--- src/source/cpu_settings.svh ---
`ifndef CPU_SETTINGS_SVH
`define CPU_SETTINGS_SVH

// Data path and instruction word
`define CPU_DATA_W 32

// Word addresses for the instruction memory and the boot ROM
`define CPU_IM_ADDR_W 10

// Word addresses for the data memory
`define CPU_DM_ADDR_W 12

`define CPU_REG_ADDR_W 5

// Progress counters
`define CPU_CYCLE_W 64
`define CPU_ICNT_W 32

`endif

--- src/source/cpu_pkg.sv ---
`default_nettype none

package cpu_pkg;

  `include "cpu_settings.svh"

  typedef enum logic [5:0] {
    OP_ALU  = 6'h00,
    OP_ADDI = 6'h08,
    OP_ORI  = 6'h0c,
    OP_LWI  = 6'h18,
    OP_SWI  = 6'h19,
    OP_HALT = 6'h3f
  } opcode_e;

  typedef enum logic [4:0] {
    ADD = 5'd0,
    SUB = 5'd1,
    AND = 5'd2,
    OR  = 5'd3,
    XOR = 5'd4
  } alu_func_e;

  // One instruction word, read as register form or immediate form
  typedef union packed {
    struct packed {
      logic [5:0]                 opcode;
      logic [`CPU_REG_ADDR_W-1:0] rd;
      logic [`CPU_REG_ADDR_W-1:0] ra;
      logic [`CPU_REG_ADDR_W-1:0] rb;
      logic [5:0]                 unused;
      logic [4:0]                 func;
    } r;
    struct packed {
      logic [5:0]                 opcode;
      logic [`CPU_REG_ADDR_W-1:0] rd;
      logic [`CPU_REG_ADDR_W-1:0] ra;
      logic                       rsvd;
      logic [14:0]                imm;
    } i;
  } instr_u;

  typedef struct packed {
    logic                  last;
    logic [`CPU_DATA_W-1:0] instr;
  } rom_word_t;

  typedef struct packed {
    opcode_e                    opcode;
    alu_func_e                  func;
    logic [`CPU_REG_ADDR_W-1:0] rd;
    logic [`CPU_REG_ADDR_W-1:0] ra;
    logic [`CPU_REG_ADDR_W-1:0] rb;
    logic [`CPU_DATA_W-1:0]     imm;
    logic                       use_imm;
    logic                       is_load;
    logic                       is_store;
    logic                       writes_reg;
    logic                       is_halt;
  } decoded_t;

  // Instruction addresses are zero-extended into the wider address field
  typedef struct packed {
    logic                      en;
    logic                      write;
    logic [`CPU_DM_ADDR_W-1:0] addr;
    logic [`CPU_DATA_W-1:0]    wdata;
  } mem_req_t;

  typedef mem_req_t im_req_t;
  typedef mem_req_t dm_req_t;

  typedef struct packed {
    logic latch_ir;
    logic reg_read;
    logic execute;
    logic mem_access;
    logic write_back;
  } ctrl_step_t;

endpackage

`default_nettype wire

--- src/source/cpu_controller.sv ---
`timescale 1ns/1ns
`default_nettype none

module cpu_controller import cpu_pkg::*; (
  input  wire logic       clk,
  input  wire logic       rst,
  input  wire decoded_t   dec,
  input  wire logic       boot_last,
  output ctrl_step_t      step,
  output logic            boot_phase,
  output logic            pc_inc,
  output logic            pc_clear,
  output logic            retire,
  output logic            halted
);

  typedef enum logic [2:0] {
    BOOT_READ,
    BOOT_WRITE,
    FETCH,
    DECODE,
    EXECUTE,
    MEMORY,
    WRITEBACK,
    HALTED
  } state_e;

  state_e state;
  state_e state_next;

  always_ff @(posedge clk) begin
    if (rst) begin
      state <= BOOT_READ;
    end else begin
      state <= state_next;
    end
  end

  // ******************************
  // Next state and step strobes
  // ******************************
  always_comb begin
    state_next = state;
    step       = '0;
    pc_inc     = 1'b0;
    pc_clear   = 1'b0;
    retire     = 1'b0;
    case (state)
      BOOT_READ: begin
        state_next = BOOT_WRITE;
      end
      BOOT_WRITE: begin
        // The last ROM word ends the copy and restarts the PC at zero
        if (boot_last) begin
          pc_clear   = 1'b1;
          state_next = FETCH;
        end else begin
          pc_inc     = 1'b1;
          state_next = BOOT_READ;
        end
      end
      FETCH: begin
        state_next = DECODE;
      end
      DECODE: begin
        step.latch_ir = 1'b1;
        step.reg_read = 1'b1;
        if (dec.is_halt) begin
          retire     = 1'b1;
          state_next = HALTED;
        end else begin
          state_next = EXECUTE;
        end
      end
      EXECUTE: begin
        step.execute = 1'b1;
        if (dec.is_load || dec.is_store) begin
          state_next = MEMORY;
        end else begin
          state_next = WRITEBACK;
        end
      end
      MEMORY: begin
        step.mem_access = 1'b1;
        state_next      = WRITEBACK;
      end
      WRITEBACK: begin
        step.write_back = 1'b1;
        pc_inc          = 1'b1;
        retire          = 1'b1;
        state_next      = FETCH;
      end
      default: begin
        state_next = HALTED;
      end
    endcase
  end

  assign boot_phase = (state == BOOT_READ) || (state == BOOT_WRITE);
  assign halted     = (state == HALTED);

endmodule

`default_nettype wire

--- src/source/pc_counter.sv ---
`timescale 1ns/1ns
`default_nettype none
`include "cpu_settings.svh"

module pc_counter (
  input  wire logic                     clk,
  input  wire logic                     rst,
  input  wire logic                     pc_inc,
  input  wire logic                     pc_clear,
  input  wire logic                     count_cycles,
  input  wire logic                     retire,
  output logic [`CPU_IM_ADDR_W-1:0]     pc,
  output logic [`CPU_CYCLE_W-1:0]       cycle_cnt,
  output logic [`CPU_ICNT_W-1:0]        instr_cnt
);

  // Remembers the last counted cycle so the one where halted rises is included
  logic count_q;

  always_ff @(posedge clk) begin
    if (rst) begin
      pc        <= '0;
      cycle_cnt <= '0;
      instr_cnt <= '0;
      count_q   <= 1'b0;
    end else begin
      count_q <= count_cycles;
      if (pc_clear) begin
        pc <= '0;
      end else if (pc_inc) begin
        pc <= pc + 1'b1;
      end
      if (count_cycles || count_q) begin
        cycle_cnt <= cycle_cnt + 1'b1;
      end
      if (retire) begin
        instr_cnt <= instr_cnt + 1'b1;
      end
    end
  end

endmodule

`default_nettype wire

--- src/source/instr_decoder.sv ---
`timescale 1ns/1ns
`default_nettype none
`include "cpu_settings.svh"

module instr_decoder import cpu_pkg::*; (
  input  wire logic                   clk,
  input  wire logic                   rst,
  input  wire ctrl_step_t             step,
  input  wire logic [`CPU_DATA_W-1:0] im_rdata,
  output decoded_t                    dec
);

  logic [`CPU_DATA_W-1:0] ir_q;
  instr_u                 iw;

  always_ff @(posedge clk) begin
    if (rst) begin
      ir_q <= '0;
    end else if (step.latch_ir) begin
      ir_q <= im_rdata;
    end
  end

  // The fetched word goes straight through while it is being latched,
  // so the register read in DECODE already sees the new fields
  assign iw = step.latch_ir ? im_rdata : ir_q;

  always_comb begin
    dec        = '0;
    dec.opcode = opcode_e'(iw.r.opcode);
    dec.rd     = iw.r.rd;
    dec.ra     = iw.r.ra;
    dec.func   = ADD;
    case (opcode_e'(iw.r.opcode))
      OP_ALU: begin
        dec.rb         = iw.r.rb;
        dec.func       = alu_func_e'(iw.r.func);
        dec.writes_reg = 1'b1;
      end
      OP_ADDI: begin
        dec.imm        = {{(`CPU_DATA_W-15){iw.i.imm[14]}}, iw.i.imm};
        dec.use_imm    = 1'b1;
        dec.writes_reg = 1'b1;
      end
      OP_ORI: begin
        dec.imm        = {{(`CPU_DATA_W-15){1'b0}}, iw.i.imm};
        dec.func       = OR;
        dec.use_imm    = 1'b1;
        dec.writes_reg = 1'b1;
      end
      OP_LWI: begin
        dec.imm        = {{(`CPU_DATA_W-15){iw.i.imm[14]}}, iw.i.imm};
        dec.use_imm    = 1'b1;
        dec.is_load    = 1'b1;
        dec.writes_reg = 1'b1;
      end
      OP_SWI: begin
        dec.imm      = {{(`CPU_DATA_W-15){iw.i.imm[14]}}, iw.i.imm};
        dec.use_imm  = 1'b1;
        dec.is_store = 1'b1;
      end
      OP_HALT: begin
        dec.is_halt = 1'b1;
      end
      default: begin
        // Unknown opcodes retire without any effect
      end
    endcase
  end

endmodule

`default_nettype wire

--- src/source/regfile.sv ---
`timescale 1ns/1ns
`default_nettype none
`include "cpu_settings.svh"

module regfile import cpu_pkg::*; (
  input  wire logic                   clk,
  input  wire logic                   rst,
  input  wire ctrl_step_t             step,
  input  wire decoded_t               dec,
  input  wire logic [`CPU_DATA_W-1:0] write_data,
  output logic [`CPU_DATA_W-1:0]      ra_data,
  output logic [`CPU_DATA_W-1:0]      rb_data
);

  logic [`CPU_DATA_W-1:0]     regs [2**`CPU_REG_ADDR_W];
  logic [`CPU_REG_ADDR_W-1:0] rb_sel;

  // A store reads its source data through rd
  assign rb_sel = dec.is_store ? dec.rd : dec.rb;

  always_ff @(posedge clk) begin
    if (rst) begin
      for (int i = 0; i < 2**`CPU_REG_ADDR_W; i++) begin
        regs[i] <= '0;
      end
    end else if (step.write_back && dec.writes_reg) begin
      regs[dec.rd] <= write_data;
    end
  end

  always_ff @(posedge clk) begin
    if (step.reg_read) begin
      ra_data <= regs[dec.ra];
      rb_data <= regs[rb_sel];
    end
  end

endmodule

`default_nettype wire

--- src/source/alu.sv ---
`timescale 1ns/1ns
`default_nettype none
`include "cpu_settings.svh"

module alu import cpu_pkg::*; (
  input  wire logic                   clk,
  input  wire logic                   rst,
  input  wire ctrl_step_t             step,
  input  wire decoded_t               dec,
  input  wire logic [`CPU_DATA_W-1:0] ra_data,
  input  wire logic [`CPU_DATA_W-1:0] rb_data,
  output logic [`CPU_DATA_W-1:0]      result
);

  logic [`CPU_DATA_W-1:0] op_b;
  logic [`CPU_DATA_W-1:0] res_next;
  alu_func_e              func;

  assign op_b = dec.use_imm ? dec.imm : rb_data;

  // Address generation for memory access is always an add
  assign func = (dec.is_load || dec.is_store) ? ADD : dec.func;

  always_comb begin
    case (func)
      ADD:     res_next = ra_data + op_b;
      SUB:     res_next = ra_data - op_b;
      AND:     res_next = ra_data & op_b;
      OR:      res_next = ra_data | op_b;
      XOR:     res_next = ra_data ^ op_b;
      default: res_next = '0;
    endcase
  end

  always_ff @(posedge clk) begin
    if (rst) begin
      result <= '0;
    end else if (step.execute) begin
      result <= res_next;
    end
  end

endmodule

`default_nettype wire

--- src/source/mem_interface.sv ---
`timescale 1ns/1ns
`default_nettype none
`include "cpu_settings.svh"

module mem_interface import cpu_pkg::*; (
  input  wire logic                      clk,
  input  wire logic                      rst,
  input  wire ctrl_step_t                step,
  input  wire logic                      boot_phase,
  input  wire logic                      boot_fetch,
  input  wire logic [`CPU_IM_ADDR_W-1:0] pc,
  input  wire decoded_t                  dec,
  input  wire logic [`CPU_DATA_W-1:0]    alu_result,
  input  wire logic [`CPU_DATA_W-1:0]    store_data,
  input  wire rom_word_t                 rom_data,
  input  wire logic [`CPU_DATA_W-1:0]    dm_rdata,
  output im_req_t                        rom_req,
  output im_req_t                        im_req,
  output dm_req_t                        dm_req,
  output logic [`CPU_DATA_W-1:0]         write_data,
  output logic                           boot_last
);

  logic boot_write;
  logic fetch_q;

  assign boot_write = boot_phase && !boot_fetch;
  assign boot_last  = rom_data.last;

  // FETCH follows the final boot write and every write-back
  always_ff @(posedge clk) begin
    if (rst) begin
      fetch_q <= 1'b0;
    end else begin
      fetch_q <= (boot_write && rom_data.last) || step.write_back;
    end
  end

  // ******************************
  // Memory requests
  // ******************************
  assign rom_req.en    = boot_phase && boot_fetch;
  assign rom_req.write = 1'b0;
  assign rom_req.addr  = `CPU_DM_ADDR_W'(pc);
  assign rom_req.wdata = '0;

  assign im_req.en    = boot_write || fetch_q;
  assign im_req.write = boot_write;
  assign im_req.addr  = `CPU_DM_ADDR_W'(pc);
  assign im_req.wdata = boot_write ? rom_data.instr : '0;

  // MEMORY is only entered for loads and stores
  assign dm_req.en    = step.mem_access;
  assign dm_req.write = step.mem_access && dec.is_store;
  assign dm_req.addr  = alu_result[`CPU_DM_ADDR_W-1:0];
  assign dm_req.wdata = store_data;

  assign write_data = dec.is_load ? dm_rdata : alu_result;

endmodule

`default_nettype wire

--- src/source/cpu_top.sv ---
`timescale 1ns/1ns
`default_nettype none
`include "cpu_settings.svh"

module cpu_top import cpu_pkg::*; (
  input  wire logic                   clk,
  input  wire logic                   rst,
  output im_req_t                     rom_req,
  input  wire rom_word_t              rom_data,
  output im_req_t                     im_req,
  input  wire logic [`CPU_DATA_W-1:0] im_rdata,
  output dm_req_t                     dm_req,
  input  wire logic [`CPU_DATA_W-1:0] dm_rdata,
  output logic                        halted,
  output logic [`CPU_CYCLE_W-1:0]     cycle_cnt,
  output logic [`CPU_ICNT_W-1:0]      instr_cnt
);

  ctrl_step_t                  step;
  decoded_t                    dec;
  logic                        boot_phase;
  logic                        boot_last;
  logic                        boot_fetch;
  logic                        pc_inc;
  logic                        pc_clear;
  logic                        retire;
  logic                        count_cycles;
  logic [`CPU_IM_ADDR_W-1:0]   pc;
  logic [`CPU_DATA_W-1:0]      ra_data;
  logic [`CPU_DATA_W-1:0]      rb_data;
  logic [`CPU_DATA_W-1:0]      alu_result;
  logic [`CPU_DATA_W-1:0]      write_data;

  // The ROM read cycle of a boot word is the one that does not move the PC
  assign boot_fetch   = boot_phase && !pc_inc && !pc_clear;
  assign count_cycles = !boot_phase && !halted;

  cpu_controller cpu_controller_inst (
    .clk        (clk),
    .rst        (rst),
    .dec        (dec),
    .boot_last  (boot_last),
    .step       (step),
    .boot_phase (boot_phase),
    .pc_inc     (pc_inc),
    .pc_clear   (pc_clear),
    .retire     (retire),
    .halted     (halted)
  );

  pc_counter pc_counter_inst (
    .clk          (clk),
    .rst          (rst),
    .pc_inc       (pc_inc),
    .pc_clear     (pc_clear),
    .count_cycles (count_cycles),
    .retire       (retire),
    .pc           (pc),
    .cycle_cnt    (cycle_cnt),
    .instr_cnt    (instr_cnt)
  );

  instr_decoder instr_decoder_inst (
    .clk      (clk),
    .rst      (rst),
    .step     (step),
    .im_rdata (im_rdata),
    .dec      (dec)
  );

  regfile regfile_inst (
    .clk        (clk),
    .rst        (rst),
    .step       (step),
    .dec        (dec),
    .write_data (write_data),
    .ra_data    (ra_data),
    .rb_data    (rb_data)
  );

  alu alu_inst (
    .clk     (clk),
    .rst     (rst),
    .step    (step),
    .dec     (dec),
    .ra_data (ra_data),
    .rb_data (rb_data),
    .result  (alu_result)
  );

  mem_interface mem_interface_inst (
    .clk        (clk),
    .rst        (rst),
    .step       (step),
    .boot_phase (boot_phase),
    .boot_fetch (boot_fetch),
    .pc         (pc),
    .dec        (dec),
    .alu_result (alu_result),
    .store_data (rb_data),
    .rom_data   (rom_data),
    .dm_rdata   (dm_rdata),
    .rom_req    (rom_req),
    .im_req     (im_req),
    .dm_req     (dm_req),
    .write_data (write_data),
    .boot_last  (boot_last)
  );

endmodule

`default_nettype wire

--- config.mk ---
export PLATFORM = sky130hd
export DESIGN_NAME = cpu_top
export DESIGN_NICKNAME = d
export VERILOG_FILES = /design/src/source/cpu_pkg.sv /design/src/source/cpu_controller.sv /design/src/source/pc_counter.sv /design/src/source/instr_decoder.sv /design/src/source/regfile.sv /design/src/source/alu.sv /design/src/source/mem_interface.sv /design/src/source/cpu_top.sv
export VERILOG_INCLUDE_DIRS = /design/src /design/src/source
export SDC_FILE = /design/constraint.sdc
export NUM_CORES = 2
export LEC_CHECK = 0
export BUFFER_PORTS_ARGS = -buffer_cell sky130_fd_sc_hd__clkbuf_2
export CORE_ASPECT_RATIO = 1.2
export CORE_MARGIN = 2
export CORE_UTILIZATION = 40
export DETAILED_ROUTE_END_ITERATION = 6
export PLACE_DENSITY = 0.57
export SYNTH_ARGS = -nofsm -noshare
export SYNTH_HDL_FRONTEND = slang
export SYNTH_SLANG_ARGS = --single-unit
--- constraint.sdc ---
create_clock -name clk -period 5.8 [get_ports clk]
set_input_delay 0.29 -clock clk [delete_from_list [all_inputs] [get_ports clk]]
set_output_delay 0.29 -clock clk [all_outputs]
set_load 0.05 [all_outputs]
# Yosys cells after proc, flatten, opt, wreduce, memory -nomap -nowiden
# Memories as Yosys holds them, arrays and structs flattened. A register that Yosys moved wholly into a read port is not among the register bits.
# Index checks and enable logic that the tools add are counted.
[word_totals]
memories = 1
output_inout_bits = 235
inputBits = 99
ff_bits = 175
ram_bits = 1024
[classes]
reduce_logical = 25
eq_ne = 16
n_addsub = 5
bitwise_logic = 3
n_mux = 36
[mem_list]
columns = ["memory", "depth", "width", "rd", "rd_ports_with_merged_regs", "wr", "line", "rtl"]
rows = [
  ["regfile_inst.regs", 32, 32, 2, 2, 32, "regfile.sv:15", "logic [`CPU_DATA_W-1:0] regs [2**`CPU_REG_ADDR_W];"],
]
[ops]
columns = ["cell", "count"]
rows = [
  ["32-bit 2-to-1 mux", 5],
  ["32-bit one-hot mux with 5 select lines", 1],
  ["33-bit one-hot mux with 2 select lines", 1],
  ["64-bit by 1-bit adder with 64-bit output, second input constant", 1],
  ["32-bit by 1-bit adder with 32-bit output, second input constant", 1],
  ["32-bit adder", 1],
  ["32-bit AND", 1],
  ["32-bit OR", 1],
  ["32-bit OR reduction", 1],
  ["32-bit subtractor", 1],
  ["32-bit XOR", 1],
  ["3-bit one-hot mux with 7 select lines", 1],
  ["5-bit 2-to-1 mux", 4],
  ["1-bit 2-to-1 mux", 17],
  ["3-bit == test, second input constant", 4],
  ["6-bit by 4-bit == test with 1-bit output, second input constant", 2],
  ["6-bit by 5-bit == test with 1-bit output, second input constant", 2],
  ["10-bit by 1-bit adder with 10-bit output, second input constant", 1],
  ["5-bit by 2-bit == test with 1-bit output, second input constant", 2],
  ["5-bit one-hot mux with 2 select lines", 1],
  ["1-bit logical AND", 8],
  ["2-bit 2-to-1 mux", 4],
  ["3-bit by 2-bit == test with 1-bit output, second input constant", 2],
  ["6-bit == test, second input constant", 1],
  ["other kinds (12)", 21],
]

# Logic depth before layout (Yosys ltp)
[depth]
ltp_word = 12
mapped_depth = 28
ltp_nobuf = 23

# Cells and area by module
# From an unflattened synthesis, not the netlist that was laid out.
[unflattened]
hier_cells = 6092
hier_area_um2 = 72657.2
[modules_own_cells]
columns = ["mod", "n_inst", "area_each_um2", "cells_per_inst", "seq_area_each_um2"]
rows = [
  ["regfile", 1, 58313.4, 4325, 32671.3],
  ["alu", 1, 5698.0, 759, 640.6],
  ["pc_counter", 1, 4936.0, 586, 2142.1],
  ["instr_decoder", 1, 1831.8, 206, 640.6],
  ["mem_interface", 1, 1615.3, 184, 20.0],
  ["cpu_controller", 1, 246.5, 30, 60.1],
  ["cpu_top", 1, 16.3, 2, 0.0],
]

# Worst setup path before layout
# Ideal clock, no wire load.
[synth_timing]
kind = "flip-flop to flip-flop"
from = "register with a tool-made name"
to = "register alu_inst.result[31]"
required_ns = 5.709
period_less_slack_ns = 6.143
arrival_ns = 6.052
stages_incl_launch_ff = 22
slack_ns = -0.343
n_path_buf = 5
path_cell_list = "dfxtp_1 -> buf_4 -> nand3b_4 -> inv_2 -> buf_6 -> buf_6 -> buf_4 -> buf_1 -> mux2i_1 -> a21oi_1 -> inv_1 -> xnor2_1 -> ha_1 -> o21a_1 -> a211oi_1 -> o2111a_1 -> a221oi_1 -> a21oi_1 -> o21ai_0 -> nand2_1 -> or2_2 -> a311oi_1"
[synth_lines]
columns = ["item", "line", "rtl"]
rows = [
  ["end signal: assignment", "alu.sv:39", "result <= res_next;"],
  ["end: declaration", "alu.sv:12", "output logic [`CPU_DATA_W-1:0] result"],
]

# Worst setup path in the final report
[layout_timing]
from = "register cpu_controller_inst.state[0]"
to = "register alu_inst.result[31]"
[layout_between]
elab_chain_cells = 9
word_cells_on_any_way = 29
cone_classes = "add/sub: 2; eq/ne: 10; mux: 10; bitwise: 3; reduce/logical: 4"
[layout_lines]
columns = ["item", "line", "rtl"]
rows = [
  ["start: declaration", "cpu_controller.sv:28", "state_e state;"],
  ["start signal: assignment", "cpu_controller.sv:35", "state <= state_next;"],
  ["3-bit by 2-bit == test with 1-bit output", "cpu_controller.sv:48", "case (state)"],
  ["2-bit 2-to-1 mux", "cpu_controller.sv:48", ""],
  ["32-bit 2-to-1 mux", "instr_decoder.sv:26", "assign iw = step.latch_ir ? im_rdata : ir_q;"],
  ["6-bit by 4-bit == test with 1-bit output or 6-bit by 5-bit == test with 1-bit output (tied branches)", "instr_decoder.sv:34", "case (opcode_e'(iw.r.opcode))"],
  ["3-bit OR reduction (no source line) or 1-bit 2-to-1 mux (tied branches)", "-", ""],
  ["33-bit one-hot mux with 2 select lines or 1-bit logical OR (tied branches)", "instr_decoder.sv:34, alu.sv:22", ""],
  ["32-bit 2-to-1 mux or 5-bit 2-to-1 mux (tied branches)", "alu.sv:19, alu.sv:22", ""],
  ["32-bit subtractor (tied with other cells)", "alu.sv:27", "SUB: res_next = ra_data - op_b;"],
  ["32-bit one-hot mux with 5 select lines", "alu.sv:25", "case (func)"],
]
# Several ways; a longest one is shown, not always the timed one.
# A chain may end at the register's enable or synchronous reset.

==> summary.md <==
| Metric | Value |
|---|---|
| Die Wd | 382 um |
| Synthesis-stage register bit count | 1,263 |
| Clock slew seen by the registers of the worst setup and hold paths | 0.07 ns |
| Final ANT Viol Nets | 0 |
| R2R Path End | alu_inst.result[31] |
| WHS Path Cells | 4 |
| I/O pin cnt | 334 |
| Number of flops mapped to enable cells by yosys | 1,088 |
| # rows | 166 |
| WL/cell | 26.2 um |
| Largest net degree at the start of global routing | 130 |
| Vias in the first global route | 53,100 |
| Hold WC Path Type | primary input to flop |
| # setup viols final | 0 |
| Net Sw Power | 6.01 mW |
| Synth top area cells | edfxtp_1 48%, nand2_1 8.7%, mux4_2 8.4% |
| Most used DFF post-synth | edfxtp_1 |
| Design Power | 21.8 mW |
| Syn_area_per_cell | 9.80 um2 |
| Final Hold Viols | 0 |
| Fillers | 16,000 |
| Yosys cell types | 89 |
| Outcome | complete, no violations |
| Sequential share of power | 47.5% |
| Setup TNS | 0 ns |
| Most instantiated library cell after synthesis | nand2_1 |
| CP max stage cell | dfxtp_1 |
| Fin nets | 7,237 |
| Commonest cells post-synth | 1,593 x nand2_1, 1,236 x nor2_1, 1,088 x edfxtp_1, 595 x nand3_1, 300 x a21oi_1 |
| Vias per std cell | 5.90 |
| Synthesized area | 0.0684 mm2 |
| Initial antenna violation count | 19 |
| Register area share after synthesis | 52.9% |
| DRC viols | 0 |
| Type of the worst setup path | flop to flop |
| Clock skew | 0.0284 ns |
| Max-cap viol count | 0 |
| Multi-input logic area | 0.0297 mm2 |
| Routability congestion estimate | 0.935 |
| Slew HR | 13.1% |
| Min-delay src | im_rdata[12] |
| Dpl hpwl | 166 mm |
| Cell taking the most area after synthesis | edfxtp_1 |
| FF-to-FF Start | cpu_controller_inst.state[0] |
| Vias | 55,500 |
| Comb power frac | 14.1% |
| Starting Density | 40.2% |
| Int Pwr | 15.7 mW |
| CP Cell Sequence | nand3b_4 -> inv_6 -> o2111ai_2 -> nand2_1 -> buf_4 -> buf_4 -> nor2_1 -> a21oi_1 -> nor2_1 -> a21o_1 -> xnor2_1 -> ha_1 -> nand4_1 -> inv_1 -> o2111ai_1 -> a221oi_4 -> a21oi_1 -> o21ai_0 -> nand2_1 -> or2_2 -> a311oi_1 |
| Yosys warns | 0 |
| Pins Over Slew Limit | 0 |
| Total CTS buffers | 133 |
| Hold EP | instr_decoder_inst.ir_q[12] |
| Clk_lat worst skew | 0.80 ns |
| Layout area overhead | 12.2% |
| PortBufs | 296 |
| CTS tree | done |
| Slew @ Worst Pin | 1.28 ns |
| Synth Instances | 6,983 |
| Peak VDD IR | 0.333 mV |
| H-tree Lvls | 4 |
| Die area | 0.174 mm2 |
| First-pass GRT wire length | 360 mm |
| Cell Count Post-Placement | 9,145 |
| Post-synth top area share | 47.7% |
| Layout cells sized above 1 | 14.6% |
| PwrDens | 283 mW/mm2 |
| Data required time of the worst path | 6.51 ns |
| Min Tclk post-route | 5.37 ns |
| Lkg Pwr | 27.9 nW |
| Arr. time, crit path | 6.09 ns |
| Period utilization | 92.6% |
| Clock Power Share | 38.4% |
| Clock Tree Root | clkbuf_16 |
| Register-to-Register Setup Slack | 0.43 ns |
| Final Non-Filler Cells | 9,410 |
| Core ar. | 0.170 mm2 |
| CP endpoint kind | flop |
| Unrepaired setup endpoints after global routing | no |
| Crit start category | flop |
| Total grt overflow | 0 |
| Sw Ratio | 27.6% |
| Clk buf depth | 3 |
| CP max FO | 26 |
| Die height | 457 um |
| Sequential Area | 0.0362 mm2 |
| All-Layer GR Usage | 27.6% |
| Worst stage delay on the critical path | 0.55 ns |
| DR pass1 iterations | 6 |
| Iter 0 DRT Violations | 6,617 |
| Max Fclk | 0.186 GHz |
| Routed WL | 246 mm |
| Beginning of the critical path | cpu_controller_inst.state[0] |
| Ys async rst share | 0% |
| CTS sink count | 1,263 |
| FF-to-FF path depth | 21 |
how the worst max path moves through the flow:
stage                     slack [ns]                  end
final                           0.43  alu_inst.result[31]
after global routing            0.01  alu_inst.result[28]
after CTS                       0.09  alu_inst.result[31]
after detailed placement        0.09  alu_inst.result[31]
after global placement          0.13  alu_inst.result[31]
after floorplan                 0.69  alu_inst.result[31]
placed cells by master (no fill, tap or decap), drive strengths merged, types with 14 or more instances in the layout:
master	netlist	layout
nand2	1593	1593
nor2	1244	1244
edfxtp	1088	1088
nand3	596	596
clkbuf	270	471
a21oi	301	301
mux4	256	256
buf	366	199
dfxtp	175	175
o21ai	118	118
ha	99	99
inv	87	94
and3	89	89
a31oi	79	79
xor2	75	75
mux2i	69	69
xnor2	64	64
nor3	47	47
clkinv	1	41
o22ai	40	40
and2	39	39
conb	1	37
and4b	33	33
dlygate4sd3	0	26
or3	25	25
nand4	23	23
a22oi	21	21
a221oi	17	17
a21o	16	16
nor4	14	14
state kept, by name, indices dropped and copies added, names as in the netlist, named ones only:
| register | cells |
|---|---|
| regfile_inst.rb_data | 32 |
| pc_counter_inst.count_q | 1 |
| instr_decoder_inst.ir_q | 32 |
| pc_counter_inst.instr_cnt | 32 |
| regfile_inst.ra_data | 32 |
| cpu_controller_inst.state | 2 |
| alu_inst.result | 32 |
| pc_counter_inst.pc | 10 |
| mem_interface_inst.fetch_q | 1 |
| pc_counter_inst.cycle_cnt | 64 |
| regfile_inst.regs | 1024 |
logic make-up (layout without fill, tap and decap cells):
family / after synthesis / after routing / synth area share (%)
AOI/OAI and AO/OA: 669 / 669 / 5.84
xor gates and xnor gates: 139 / 139 / 1.78
adders and majority gates: 100 / 100 / 1.84
buffers and inverters: 724 / 840 / 4.94
DFF: 1263 / 1263 / 52.9
muxes: 329 / 329 / 9.50
other: 1 / 44 / 0.00548
and+or+nand+nor: 3758 / 3758 / 23.2
stage by stage:
step	setup slack, ns	util (%)	hold WS (ns)	instance area, um2
floorplan	0.687	-	0.426	68600
global placement	0.134	42.5	0.470	72400
detailed placement	0.0949	42.5	0.459	72400
CTS	0.0874	45.1	0.00606	76800
global route	0.0100	45.1	0.0137	76800
finish	0.427	45.1	0.0569	76800
power groups by stage:
stage | Combinational [mW] | Clock (mW) | Sequential (mW)
3_5_place_dp | 2.98 | 0 | 10.5
6_report | 3.06 | 8.35 | 10.3
2_1_floorplan | 1.88 | 0 | 10.5
5_1_grt | 3.23 | 8.77 | 10.4
4_1_cts | 3.00 | 8.44 | 10.3
3_3_place_gp | 2.97 | 0 | 10.5
worst max-delay path: cells and delay by family (launching register included):
| kind | cells | cell delay (ns) |
|---|---|---|
| AO/OA/AOI/OAI | 8 | 2.15 |
| AND/OR/NAND/NOR | 7 | 1.29 |
| buffers and inverters | 4 | 0.79 |
| flip-flops | 1 | 0.55 |
| adder cells (fa/ha/maj) | 1 | 0.37 |
| XOR/XNOR | 1 | 0.12 |
layer usage:
layer	part of all wire, %	routed length, um	vias to the layer above	track usage, %
met5	0.029	72	-	0
met4	3.9	9620	10	10.3
met3	9.6	23700	491	5.14
met2	48	118000	3192	46.2
met1	38	94600	27400	35.7
li1	-	-	24400	-
layout make-up:
class                           instances  share of cell area, %
Multi-Input combinational cell       5032                   38.6
Timing Repair Buffer                  520                   4.78
Sequential cell                      1263                   47.1
Clock buffer                          176                   4.73
Inverter                               88                  0.437
Tap cell                             2268                   3.70
Clock inverter                         56                  0.593
Antenna cell                            7                 0.0228
timing repair:
item,4_1_cts,5_1_grt
endpoints found under the setup margin,0,4
setup buffers,0,0
hold buffers,26,0
hold endpoints to repair,37,0
gates resized for setup,0,2
(Power assumes the default switching activity.)
